File: config.mk
export PLATFORM = sky130hd
export DESIGN_NAME = msx_map_top
export DESIGN_NICKNAME = d
export VERILOG_FILES = /design/src/common/msx_map_pkg.sv /design/src/common/bus_cycle_if.sv /design/src/slot_decode/slot_decode.sv /design/src/msx_map_top.sv /design/src/read_mux.sv /design/src/sdram_map.sv
export VERILOG_INCLUDE_DIRS = /design/src /design/src/common
export SDC_FILE = /design/constraint.sdc
export NUM_CORES = 1
export LEC_CHECK = 0
export ABC_AREA = 1
export BUFFER_PORTS_ARGS = -buffer_cell sky130_fd_sc_hd__buf_2
export CAP_MARGIN = 20
export CORE_UTILIZATION = 55
export CTS_CLUSTER_SIZE = 40
export DETAILED_ROUTE_END_ITERATION = 12
export GPL_TIMING_DRIVEN = 0
export PLACE_DENSITY = 0.72
export SLEW_MARGIN = 40
export SYNTH_ARGS = -nofsm -noshare
export SYNTH_HDL_FRONTEND = slang
export SYNTH_SLANG_ARGS = --single-unit
File: constraint.sdc
create_clock -name clk42m -period 4.8 [get_ports clk42m]
set_clock_uncertainty 0.1 [all_clocks]
set_input_delay 0.96 -clock clk42m [delete_from_list [all_inputs] [get_ports clk42m]]
set_output_delay 0.96 -clock clk42m [all_outputs]
set_load 0.05 [all_outputs]
File: src/common/msx_map_settings.svh
`ifndef MSX_MAP_SETTINGS_SVH
`define MSX_MAP_SETTINGS_SVH

// --------------------------------------------------------------------
// CPU bus
// --------------------------------------------------------------------
`define MSX_ADDR_W			16		// Z80 address bus
`define MSX_DATA_W			8		// Z80 data bus

// SDRAM byte address, 8MB space
`define MSX_SDRAM_ADDR_W	23

// --------------------------------------------------------------------
// I/O ports and special addresses
// --------------------------------------------------------------------
`define MSX_PORT_SLOT		8'hA8		// Primary slot register
`define MSX_PORT_MAPPER		8'hFC		// Mapper segments, FCh..FFh
`define MSX_SUBSLOT_ADDR	16'hFFFF	// Secondary slot register

// --------------------------------------------------------------------
// Memory mapper
// --------------------------------------------------------------------
`define MSX_SEG_W			8		// 256 segments of 16KB

// Power-on segments, page 0 gets the highest one
`define MSX_RESET_SEG0		3
`define MSX_RESET_SEG1		2
`define MSX_RESET_SEG2		1
`define MSX_RESET_SEG3		0

`endif

File: src/common/msx_map_pkg.sv
`include "msx_map_settings.svh"

package msx_map_pkg;

	// --------------------------------------------------------------------
	// Basic words
	// --------------------------------------------------------------------
	typedef logic [`MSX_DATA_W-1:0]			msx_byte_t;
	typedef logic [`MSX_SDRAM_ADDR_W-1:0]	sdram_addr_t;

	// CPU address word
	// Memory cycles look at the 16KB page, I/O cycles at the low byte
	typedef struct packed {
		logic [1:0]					page;		// A15..A14
		logic [`MSX_ADDR_W-3:0]		offset;		// A13..A0
	} msx_mem_addr_t;

	typedef struct packed {
		logic [`MSX_ADDR_W-9:0]		high;		// B or A register, don't care
		logic [7:0]					port;		// Port number
	} msx_io_addr_t;

	typedef union packed {
		msx_mem_addr_t	mem;
		msx_io_addr_t	io;
	} msx_addr_u;

	// --------------------------------------------------------------------
	// Decoded cycle
	// --------------------------------------------------------------------
	typedef enum logic [2:0] {
		CYC_NONE	= 3'd0,		// Ignored I/O port
		CYC_MEM_RD	= 3'd1,
		CYC_MEM_WR	= 3'd2,
		CYC_REG_RD	= 3'd3,		// Slot or mapper register readback
		CYC_REG_WR	= 3'd4
	} cycle_kind_e;

	// Resolved slot of a memory page
	typedef struct packed {
		logic [1:0]	pri;		// Primary slot
		logic [1:0]	sec;		// Secondary slot, 0 when not expanded
	} slot_sel_t;

endpackage

File: src/common/bus_cycle_if.sv
`timescale 1ns/100ps
`include "msx_map_settings.svh"

// One decoded CPU cycle, valid for a single clk42m
interface bus_cycle_if
	import msx_map_pkg::*;
();
	logic						valid;		// One pulse per CPU cycle
	cycle_kind_e				kind;
	msx_addr_u					addr;
	slot_sel_t					slot;		// Slot of the addressed page
	msx_byte_t					wdata;
	logic [`MSX_SEG_W-1:0]		segment;	// Mapper segment of the page
	msx_byte_t					reg_rdata;	// Register readback value

	// Producer side
	modport decode (
		output valid, kind, addr, slot, wdata, segment, reg_rdata
	);

	// Consumers, SDRAM map and read latch
	modport user (
		input valid, kind, addr, slot, wdata, segment, reg_rdata
	);

endinterface

File: src/slot_decode/slot_decode.sv
`timescale 1ns/100ps
`include "msx_map_settings.svh"

module slot_decode
	import msx_map_pkg::*;
(
	input	logic				clk42m,
	input	logic				ff_reset_n,
	input	msx_addr_u			addr,
	input	msx_byte_t			wdata,
	input	logic				mreq_n,
	input	logic				iorq_n,
	input	logic				rd_n,
	input	logic				wr_n,
	bus_cycle_if.decode			cyc
);
	logic						ff_rd_n_d;		// Previous strobe levels
	logic						ff_wr_n_d;
	logic						ff_busy;		// Cycle already classified
	logic [7:0]					ff_prim_slot;	// Port A8h, 2 bits per page
	logic [7:0]					ff_sub0;		// Expanded slot 0
	logic [7:0]					ff_sub3;		// Expanded slot 3
	logic [`MSX_SEG_W-1:0]		ff_seg [4];		// Ports FCh..FFh

	logic						w_strobe;
	logic						w_is_rd;
	logic						w_port_slot;
	logic						w_port_mapper;
	logic						w_subslot_hit;
	logic [1:0]					w_page;
	logic [1:0]					w_pri;
	logic [1:0]					w_sec;
	cycle_kind_e				w_kind;
	msx_byte_t					w_reg_rdata;

	// --------------------------------------------------------------------
	// Slot resolution
	// --------------------------------------------------------------------
	assign w_page	= addr.mem.page;
	assign w_pri	= ff_prim_slot[{w_page, 1'b0} +: 2];
	assign w_sec	= (w_pri == 2'd0) ? ff_sub0[{w_page, 1'b0} +: 2] :
					  (w_pri == 2'd3) ? ff_sub3[{w_page, 1'b0} +: 2] : 2'd0;

	// Falling rd_n or wr_n inside mreq or iorq, once per cycle
	assign w_strobe	= !ff_busy && (!mreq_n || !iorq_n) &&
					  ((ff_rd_n_d && !rd_n) || (ff_wr_n_d && !wr_n));
	assign w_is_rd	= !rd_n;

	assign w_port_slot		= !iorq_n && (addr.io.port == `MSX_PORT_SLOT);
	assign w_port_mapper	= !iorq_n && ({addr.io.port[7:2], 2'b00} == `MSX_PORT_MAPPER);
	// FFFFh is page 3, so w_pri is the page-3 slot here
	assign w_subslot_hit	= !mreq_n && (addr == `MSX_SUBSLOT_ADDR) &&
							  (w_pri == 2'd0 || w_pri == 2'd3);

	always_comb begin
		w_kind		= CYC_NONE;
		w_reg_rdata	= '1;
		if (w_port_slot) begin
			w_kind		= w_is_rd ? CYC_REG_RD : CYC_REG_WR;
			w_reg_rdata	= ff_prim_slot;
		end
		else if (w_port_mapper) begin
			w_kind		= w_is_rd ? CYC_REG_RD : CYC_REG_WR;
			w_reg_rdata	= msx_byte_t'(ff_seg[addr.io.port[1:0]]);
		end
		else if (w_subslot_hit) begin
			w_kind		= w_is_rd ? CYC_REG_RD : CYC_REG_WR;
			w_reg_rdata	= (w_pri == 2'd0) ? ~ff_sub0 : ~ff_sub3;	// Read back inverted
		end
		else if (!mreq_n) begin
			w_kind		= w_is_rd ? CYC_MEM_RD : CYC_MEM_WR;
		end
	end

	// --------------------------------------------------------------------
	// Control and registers
	// --------------------------------------------------------------------
	always_ff @(posedge clk42m) begin
		if (!ff_reset_n) begin
			ff_rd_n_d		<= 1'b1;
			ff_wr_n_d		<= 1'b1;
			ff_busy			<= 1'b0;
			ff_prim_slot	<= 8'h00;
			ff_sub0			<= 8'h00;
			ff_sub3			<= 8'h00;
			ff_seg[0]		<= `MSX_SEG_W'(`MSX_RESET_SEG0);
			ff_seg[1]		<= `MSX_SEG_W'(`MSX_RESET_SEG1);
			ff_seg[2]		<= `MSX_SEG_W'(`MSX_RESET_SEG2);
			ff_seg[3]		<= `MSX_SEG_W'(`MSX_RESET_SEG3);
			cyc.valid		<= 1'b0;
			cyc.kind		<= CYC_NONE;
		end
		else begin
			ff_rd_n_d	<= rd_n;
			ff_wr_n_d	<= wr_n;
			cyc.valid	<= w_strobe;
			if (w_strobe) begin
				ff_busy		<= 1'b1;
				cyc.kind	<= w_kind;
			end
			else if (rd_n && wr_n) begin
				ff_busy		<= 1'b0;		// End of CPU cycle
			end

			if (w_strobe && w_kind == CYC_REG_WR) begin
				if (w_port_slot) begin
					ff_prim_slot <= wdata;
				end
				else if (w_port_mapper) begin
					ff_seg[addr.io.port[1:0]] <= wdata[`MSX_SEG_W-1:0];
				end
				else if (w_pri == 2'd0) begin
					ff_sub0 <= wdata;
				end
				else begin
					ff_sub3 <= wdata;
				end
			end
		end
	end

	// Cycle payload
	always_ff @(posedge clk42m) begin
		if (w_strobe) begin
			cyc.addr		<= addr;
			cyc.slot.pri	<= w_pri;
			cyc.slot.sec	<= w_sec;
			cyc.wdata		<= wdata;
			cyc.segment		<= ff_seg[w_page];		// Segment of the page, I/O ignores it
			cyc.reg_rdata	<= w_reg_rdata;
		end
	end

endmodule

File: src/msx_map_top.sv
`timescale 1ns/100ps
`include "msx_map_settings.svh"

module msx_map_top (
	input	logic							clk42m,
	input	logic							ff_reset_n,
	// CPU bus
	input	logic [`MSX_ADDR_W-1:0]			addr,
	input	logic [`MSX_DATA_W-1:0]			wdata,
	input	logic							mreq_n,
	input	logic							iorq_n,
	input	logic							rd_n,
	input	logic							wr_n,
	output	logic [`MSX_DATA_W-1:0]			cpu_rdata,
	output	logic							cpu_wait_n,
	// SDRAM request side
	output	logic							sdram_req,
	output	logic							sdram_we,
	output	logic [`MSX_SDRAM_ADDR_W-1:0]	sdram_addr,
	output	logic [`MSX_DATA_W-1:0]			sdram_wdata,
	input	logic							sdram_ack,
	input	logic [`MSX_DATA_W-1:0]			sdram_rdata
);
	logic						mem_load;		// SDRAM read byte ready
	logic [`MSX_DATA_W-1:0]		mem_rdata;

	bus_cycle_if cyc ();

	// --------------------------------------------------------------------
	// Slot, subslot and mapper registers
	// --------------------------------------------------------------------
	slot_decode u_slot_decode (
		.clk42m			( clk42m		),
		.ff_reset_n		( ff_reset_n	),
		.addr			( addr			),
		.wdata			( wdata			),
		.mreq_n			( mreq_n		),
		.iorq_n			( iorq_n		),
		.rd_n			( rd_n			),
		.wr_n			( wr_n			),
		.cyc			( cyc.decode	)
	);

	// --------------------------------------------------------------------
	// Region map and SDRAM handshake
	// --------------------------------------------------------------------
	sdram_map u_sdram_map (
		.clk42m			( clk42m		),
		.ff_reset_n		( ff_reset_n	),
		.cyc			( cyc.user		),
		.sdram_ack		( sdram_ack		),
		.sdram_rdata	( sdram_rdata	),
		.sdram_req		( sdram_req		),
		.sdram_we		( sdram_we		),
		.sdram_addr		( sdram_addr	),
		.sdram_wdata	( sdram_wdata	),
		.cpu_wait_n		( cpu_wait_n	),
		.mem_load		( mem_load		),
		.mem_rdata		( mem_rdata		)
	);

	// CPU data latch
	read_mux u_read_mux (
		.clk42m			( clk42m		),
		.ff_reset_n		( ff_reset_n	),
		.cyc			( cyc.user		),
		.rd_n			( rd_n			),
		.mem_load		( mem_load		),
		.mem_rdata		( mem_rdata		),
		.cpu_rdata		( cpu_rdata		)
	);

endmodule

File: src/read_mux.sv
`timescale 1ns/100ps

module read_mux
	import msx_map_pkg::*;
(
	input	logic				clk42m,
	input	logic				ff_reset_n,
	bus_cycle_if.user			cyc,
	input	logic				rd_n,
	input	logic				mem_load,		// SDRAM byte arrived
	input	msx_byte_t			mem_rdata,
	output	msx_byte_t			cpu_rdata
);
	logic	w_reg_load;

	// Register readback comes straight with the decoded cycle
	assign w_reg_load = cyc.valid && (cyc.kind == CYC_REG_RD);

	// --------------------------------------------------------------------
	// CPU data latch
	// --------------------------------------------------------------------
	// Open bus reads as FFh, unmapped memory never loads
	always_ff @(posedge clk42m) begin
		if (!ff_reset_n) begin
			cpu_rdata <= '1;
		end
		else if (mem_load) begin
			cpu_rdata <= mem_rdata;
		end
		else if (w_reg_load) begin
			cpu_rdata <= cyc.reg_rdata;
		end
		else if (rd_n) begin
			cpu_rdata <= '1;		// Bus released
		end
		else begin
			// Hold while rd_n is low
		end
	end

endmodule

File: src/sdram_map.sv
`timescale 1ns/100ps
`include "msx_map_settings.svh"

module sdram_map
	import msx_map_pkg::*;
(
	input	logic				clk42m,
	input	logic				ff_reset_n,
	bus_cycle_if.user			cyc,
	input	logic				sdram_ack,
	input	msx_byte_t			sdram_rdata,
	output	logic				sdram_req,
	output	logic				sdram_we,
	output	sdram_addr_t		sdram_addr,
	output	msx_byte_t			sdram_wdata,
	output	logic				cpu_wait_n,
	output	logic				mem_load,
	output	msx_byte_t			mem_rdata
);
	typedef enum logic [1:0] {
		ST_IDLE		= 2'd0,
		ST_REQ		= 2'd1,		// req high, waiting for ack
		ST_RELEASE	= 2'd2		// req low, waiting for ack to drop
	} state_e;

	state_e								ff_state;
	logic								ff_pend;		// Cycle queued behind ack release
	logic [`MSX_ADDR_W-1:0]				w_a;
	logic [`MSX_SDRAM_ADDR_W-14:0]		w_upper;		// SDRAM bits 22:13
	logic								w_hit;
	logic								w_is_wr;
	logic								w_load;

	assign w_a		= cyc.addr;
	assign w_is_wr	= (cyc.kind == CYC_MEM_WR);

	// --------------------------------------------------------------------
	// Region map
	// --------------------------------------------------------------------
	always_comb begin
		w_hit	= 1'b1;
		w_upper	= '0;
		if (cyc.slot == {2'd3, 2'd0}) begin
			w_upper = {1'b1, cyc.segment, w_a[13]};				// Mapper RAM
		end
		else if (w_is_wr) begin
			w_hit = 1'b0;										// All other regions are ROM
		end
		else begin
			case (cyc.slot)
			{2'd0, 2'd3}: begin		// Logo, ext BASIC
				w_hit	= (w_a[15:14] == 2'b01) || (w_a[15:14] == 2'b10);
				w_upper	= {8'b0000_0111, w_a[14:13]};
			end
			{2'd0, 2'd2}: begin		// MSX-MUSIC
				w_hit	= (w_a[15:14] == 2'b01);
				w_upper	= {9'b0_0000_0110, w_a[13]};
			end
			{2'd0, 2'd1}: begin
				w_hit	= (w_a[15:14] == 2'b01);
				w_upper	= {9'b0_0000_0100, w_a[13]};
			end
			{2'd3, 2'd1}: begin		// Sub-ROM in page 0, kanji BASIC above
				w_upper	= (w_a[15:14] == 2'b00) ? {1'b0, 8'b0001_0000, w_a[13]} :
												  {8'b0000_0101, w_a[15], w_a[13]};
			end
			{2'd0, 2'd0}: begin		// Main ROM, 32KB
				w_hit	= !w_a[15];
				w_upper	= {8'b0000_0100, w_a[14:13]};
			end
			{2'd3, 2'd2}: begin		// Disk ROM banks
				w_hit	= (w_a[15:14] == 2'b01) || (w_a[15:14] == 2'b10);
				w_upper	= {7'b000_0000, w_a[15:13]};
			end
			default: w_hit = 1'b0;	// 3-3 and slots 1, 2
			endcase
		end
	end

	// New mapped memory cycle, never while req is up
	assign w_load = cyc.valid && (cyc.kind == CYC_MEM_RD || w_is_wr) && w_hit &&
					(ff_state != ST_REQ);

	// --------------------------------------------------------------------
	// Four-phase request and CPU wait
	// --------------------------------------------------------------------
	always_ff @(posedge clk42m) begin
		if (!ff_reset_n) begin
			ff_state	<= ST_IDLE;
			ff_pend		<= 1'b0;
			sdram_req	<= 1'b0;
			cpu_wait_n	<= 1'b1;
			mem_load	<= 1'b0;
		end
		else begin
			mem_load <= 1'b0;
			if (w_load) begin
				cpu_wait_n <= 1'b0;
			end
			case (ff_state)
			ST_IDLE: begin
				if (w_load) begin
					sdram_req	<= 1'b1;
					ff_state	<= ST_REQ;
				end
			end
			ST_REQ: begin
				if (sdram_ack) begin
					sdram_req	<= 1'b0;
					cpu_wait_n	<= 1'b1;
					mem_load	<= !sdram_we;		// Reads only
					ff_state	<= ST_RELEASE;
				end
			end
			default: begin
				if (!sdram_ack) begin
					if (ff_pend || w_load) begin
						sdram_req	<= 1'b1;
						ff_state	<= ST_REQ;
					end
					else begin
						ff_state	<= ST_IDLE;
					end
					ff_pend <= 1'b0;
				end
				else if (w_load) begin
					ff_pend <= 1'b1;
				end
			end
			endcase
		end
	end

	// Request payload, stable while req is high
	always_ff @(posedge clk42m) begin
		if (w_load) begin
			sdram_addr	<= {w_upper, w_a[12:0]};
			sdram_we	<= w_is_wr;
			sdram_wdata	<= cyc.wdata;
		end
		if (ff_state == ST_REQ && sdram_ack) begin
			mem_rdata <= sdram_rdata;
		end
	end

endmodule

==> qor.txt <==
Syn nets -> 718
Synth top area cells -> edfxtp_1 (50%), dfxtp_1 (13%), nand2_1 (6.3%)
Max-slew headroom -> 0.4653
Min cycle time layout -> 4.199 ns
Initial antenna violation count -> 0
Worst skew pair latency -> 0.43 ns
Leakage -> 3.156 nW
Final nets -> 815
Worst slew pin tran -> 0.7967 ns
Max-cap viol count -> 0
Initial Util -> 0.5712
Reg2Reg Depth -> 14
Top-count cell post-synth -> nand2_1
Final Instance Count excl. Fillers -> 952
Hold crit path type -> flip-flop to flip-flop
Distinct cells, synth -> 42
Final Slew Violations -> 0
Hold depth -> 0
Die area -> 0.01303 mm²
Crit Reg-Reg Endpoint -> u_slot_decode.ff_seg[2][3]$_SDFFCE_PN0P_
FF-to-FF setup slack -> 1.47 ns
Synth top cells by count -> nand2_1 (117), edfxtp_1 (116), nor2_1 (94)
Hold buffers post-CTS -> 0
CTS tree -> done
Critical setup path kind -> input pin to flip-flop
Post-Syn Area -> 0.006918 mm²
Post-synthesis simple-gate area fraction -> 0.1834
Maximum VDD drop -> 208.3 µV
Post-CTS Setup Bufs -> 0
WL/cell -> 17.65 µm
Worst Hold Launch -> u_slot_decode.cyc.addr[11]$_DFFE_PP_
Synth Flop Type -> edfxtp_1
Max frequency -> 238.1 MHz
Asr flop ratio synth -> 0
Tcrit/Tclk final -> 0.8749
Root Driver -> clkbuf_16
Placed Cells incl. Taps -> 921
Crit end category -> flip-flop
Core Area -> 0.01211 mm²
Drt first pass iters -> 6
Die H -> 114.2 µm
PwrDens -> 385.8 mW/mm²
Syn Area/Cell -> 10.25 µm²
R2r startpoint -> u_slot_decode.ff_prim_slot[0]$_SDFFE_PN0P_
Gpl congestion -> 0.9200
PortBufs -> 78
Main combinational cell family by area after synthesis -> simple AND/OR/NAND/NOR gates
DIE WIDTH -> 114.2 µm
I/O pin count -> 81
Final hold vios -> 0
Clock sinks -> 161
Yosys top cell by area -> edfxtp_1
Crit path DAT -> 4.18 ns
Worst Path Required -> 4.78 ns
GRT overflow -> 0
Status -> complete, no violations
Worst Hold Path EP -> u_sdram_map.sdram_addr[11]$_DFFE_PP_
ANT cells -> 0
Hpwl dp -> 12150 µm
Clock buffer depth -> 2
H-tree levels -> 4
Reg clk slew, reported paths -> 0.06 ns
Startpoint types -> input pin
CP max FO -> 10
Setup-failing EPs final -> 0
First-pass GRT wire length -> 26580 µm
Post-synth EDFFs -> 116
Adder-Cell Fraction of Synth Area -> 0.007235
Post-Route WL -> 16800 µm
Setup_tns -> 0 ns
Ys Warns -> 0
Syn Inst Count -> 675
Layout cells sized above 1 -> 0.1798
Drt first-iter violations -> 525
CTS Buf Count -> 17
Post-CTS sizing -> 0
Post-synthesis compound-gate area fraction -> 0.1089
Rows -> 40
Seq cells post-synth -> 161
Number of global-route vias before repair -> 5093
RSZ-0062 raised after global routing -> no
ANT nets after route -> 0
Post-synthesis mux area share -> 0.007235
Area post-placement -> 0.007518 mm²
Via-to-Cell Ratio -> 5.643
Drt drc -> 0
Fin area -> 0.008113 mm²
Synth-to-layout area growth -> 17.27%
Synth Area in XOR/XNOR -> 0
Top-area cell type share of the netlist area -> 0.5035
Total track usage -> 0.2777
Routed vias -> 5372
Largest net degree at the start of global routing -> 49
Sequential area share after synthesis -> 0.6337
==> flip-flops by register name, indices dropped and copies added (netlist names), 2 cells and up <==
signal	cells
u_read_mux.cpu_rdata	8
u_sdram_map.ff_state	2
u_sdram_map.mem_rdata	8
u_sdram_map.sdram_addr	23
u_sdram_map.sdram_wdata	8
u_slot_decode.cyc.addr	16
u_slot_decode.cyc.kind	3
u_slot_decode.cyc.reg_rdata	8
u_slot_decode.cyc.segment	8
u_slot_decode.cyc.slot	4
u_slot_decode.cyc.wdata	8
u_slot_decode.ff_prim_slot	8
u_slot_decode.ff_seg	32
u_slot_decode.ff_sub0	8
u_slot_decode.ff_sub3	8
==> critical path, stage by stage <==
cell,delay (ns)
buf_2,0.17
inv_1,0.17
clkbuf_1,0.46
a21oi_1,0.08
a32oi_1,0.30
inv_1,0.08
ha_1,0.31
inv_1,0.09
nand4_1,0.08
nand3b_2,0.34
nand2_2,0.17
nand4_4,0.15
nor2_4,0.29
nand2_4,0.15
nand2_1,0.37
==> per-stage QoR <==
stage	power [mW]	worst slack [ns]	hold WS, ns	utilization
after floorplan	1.725	1.077	0.3003	-
after global placement	1.803	-0.1097	0.3023	0.6208
after detailed placement	1.810	0.2178	0.3054	0.6208
after CTS	3.138	0.6539	0.3198	0.6693
after global routing	3.218	0.3531	0.3236	0.6698
final	3.130	0.6006	0.3203	0.6698
==> placed cells by master (no fill, tap or decap), types with 5 or more instances in the layout <==
cell type	instances
o221ai_1	8
dfxtp_1	45
o21ai_0	58
clkbuf_1	13
nor3_1	10
mux2i_1	5
a21oi_1	28
buf_2	80
nand2_1	117
nand3_1	30
o211ai_1	9
clkbuf_16	17
a221oi_1	10
inv_1	74
edfxtp_1	116
nor2_1	93
==> metal layers <==
metal,vias to the layer above,part of all wire,track usage
li1,2518,-,-
met1,2556,0.41,0.3623
met2,255,0.48,0.4465
met3,43,0.071,0.04870
met4,0,0.031,0.1463
met5,-,0,0
==> power breakdown <==
| part | switching [mW] | internal [mW] | leakage (nW) |
|---|---|---|---|
| combinational | 0.162 | 0.0579 | 1.44 |
| sequential | 0.0204 | 1.55 | 1.44 |
| clock | 0.531 | 0.814 | 0.274 |
==> logic make-up (layout without fill, tap and decap cells) <==
kind of cell / Yosys count / count (layout)
flops: 161 / 161
mux: 5 / 5
buf+inv: 100 / 209
simple gates: 279 / 279
fa+ha+maj: 4 / 4
compound gates: 126 / 126
==> layout make-up <==
cell class	instances	area, µm²
Sequential cell	161	4384
Fill cell	977	3999
Multi-Input combinational cell	414	2128
Clock buffer	18	429.2
Timing Repair Buffer	78	390.4
Inverter	79	296.5
Tap cell	168	210.2
Clock inverter	13	158.9
Buffer	21	115.1
==> worst max-delay path by stage <==
stage	start	to	slack, ns
after floorplan	addr[15]	u_slot_decode.ff_seg[0][0]$_SDFFCE_PN1P_	1.08
after global placement	addr[15]	u_slot_decode.ff_seg[0][5]$_SDFFCE_PN0P_	-0.11
after detailed placement	addr[15]	u_slot_decode.ff_seg[2][5]$_SDFFCE_PN0P_	0.22
after CTS	addr[15]	u_slot_decode.ff_seg[2][2]$_SDFFCE_PN0P_	0.65
after global routing	addr[15]	u_slot_decode.ff_seg[1][0]$_SDFFCE_PN0P_	0.35
final	addr[15]	u_slot_decode.ff_seg[2][3]$_SDFFCE_PN0P_	0.60
Note: power is estimated with default switching activity, not from simulation.
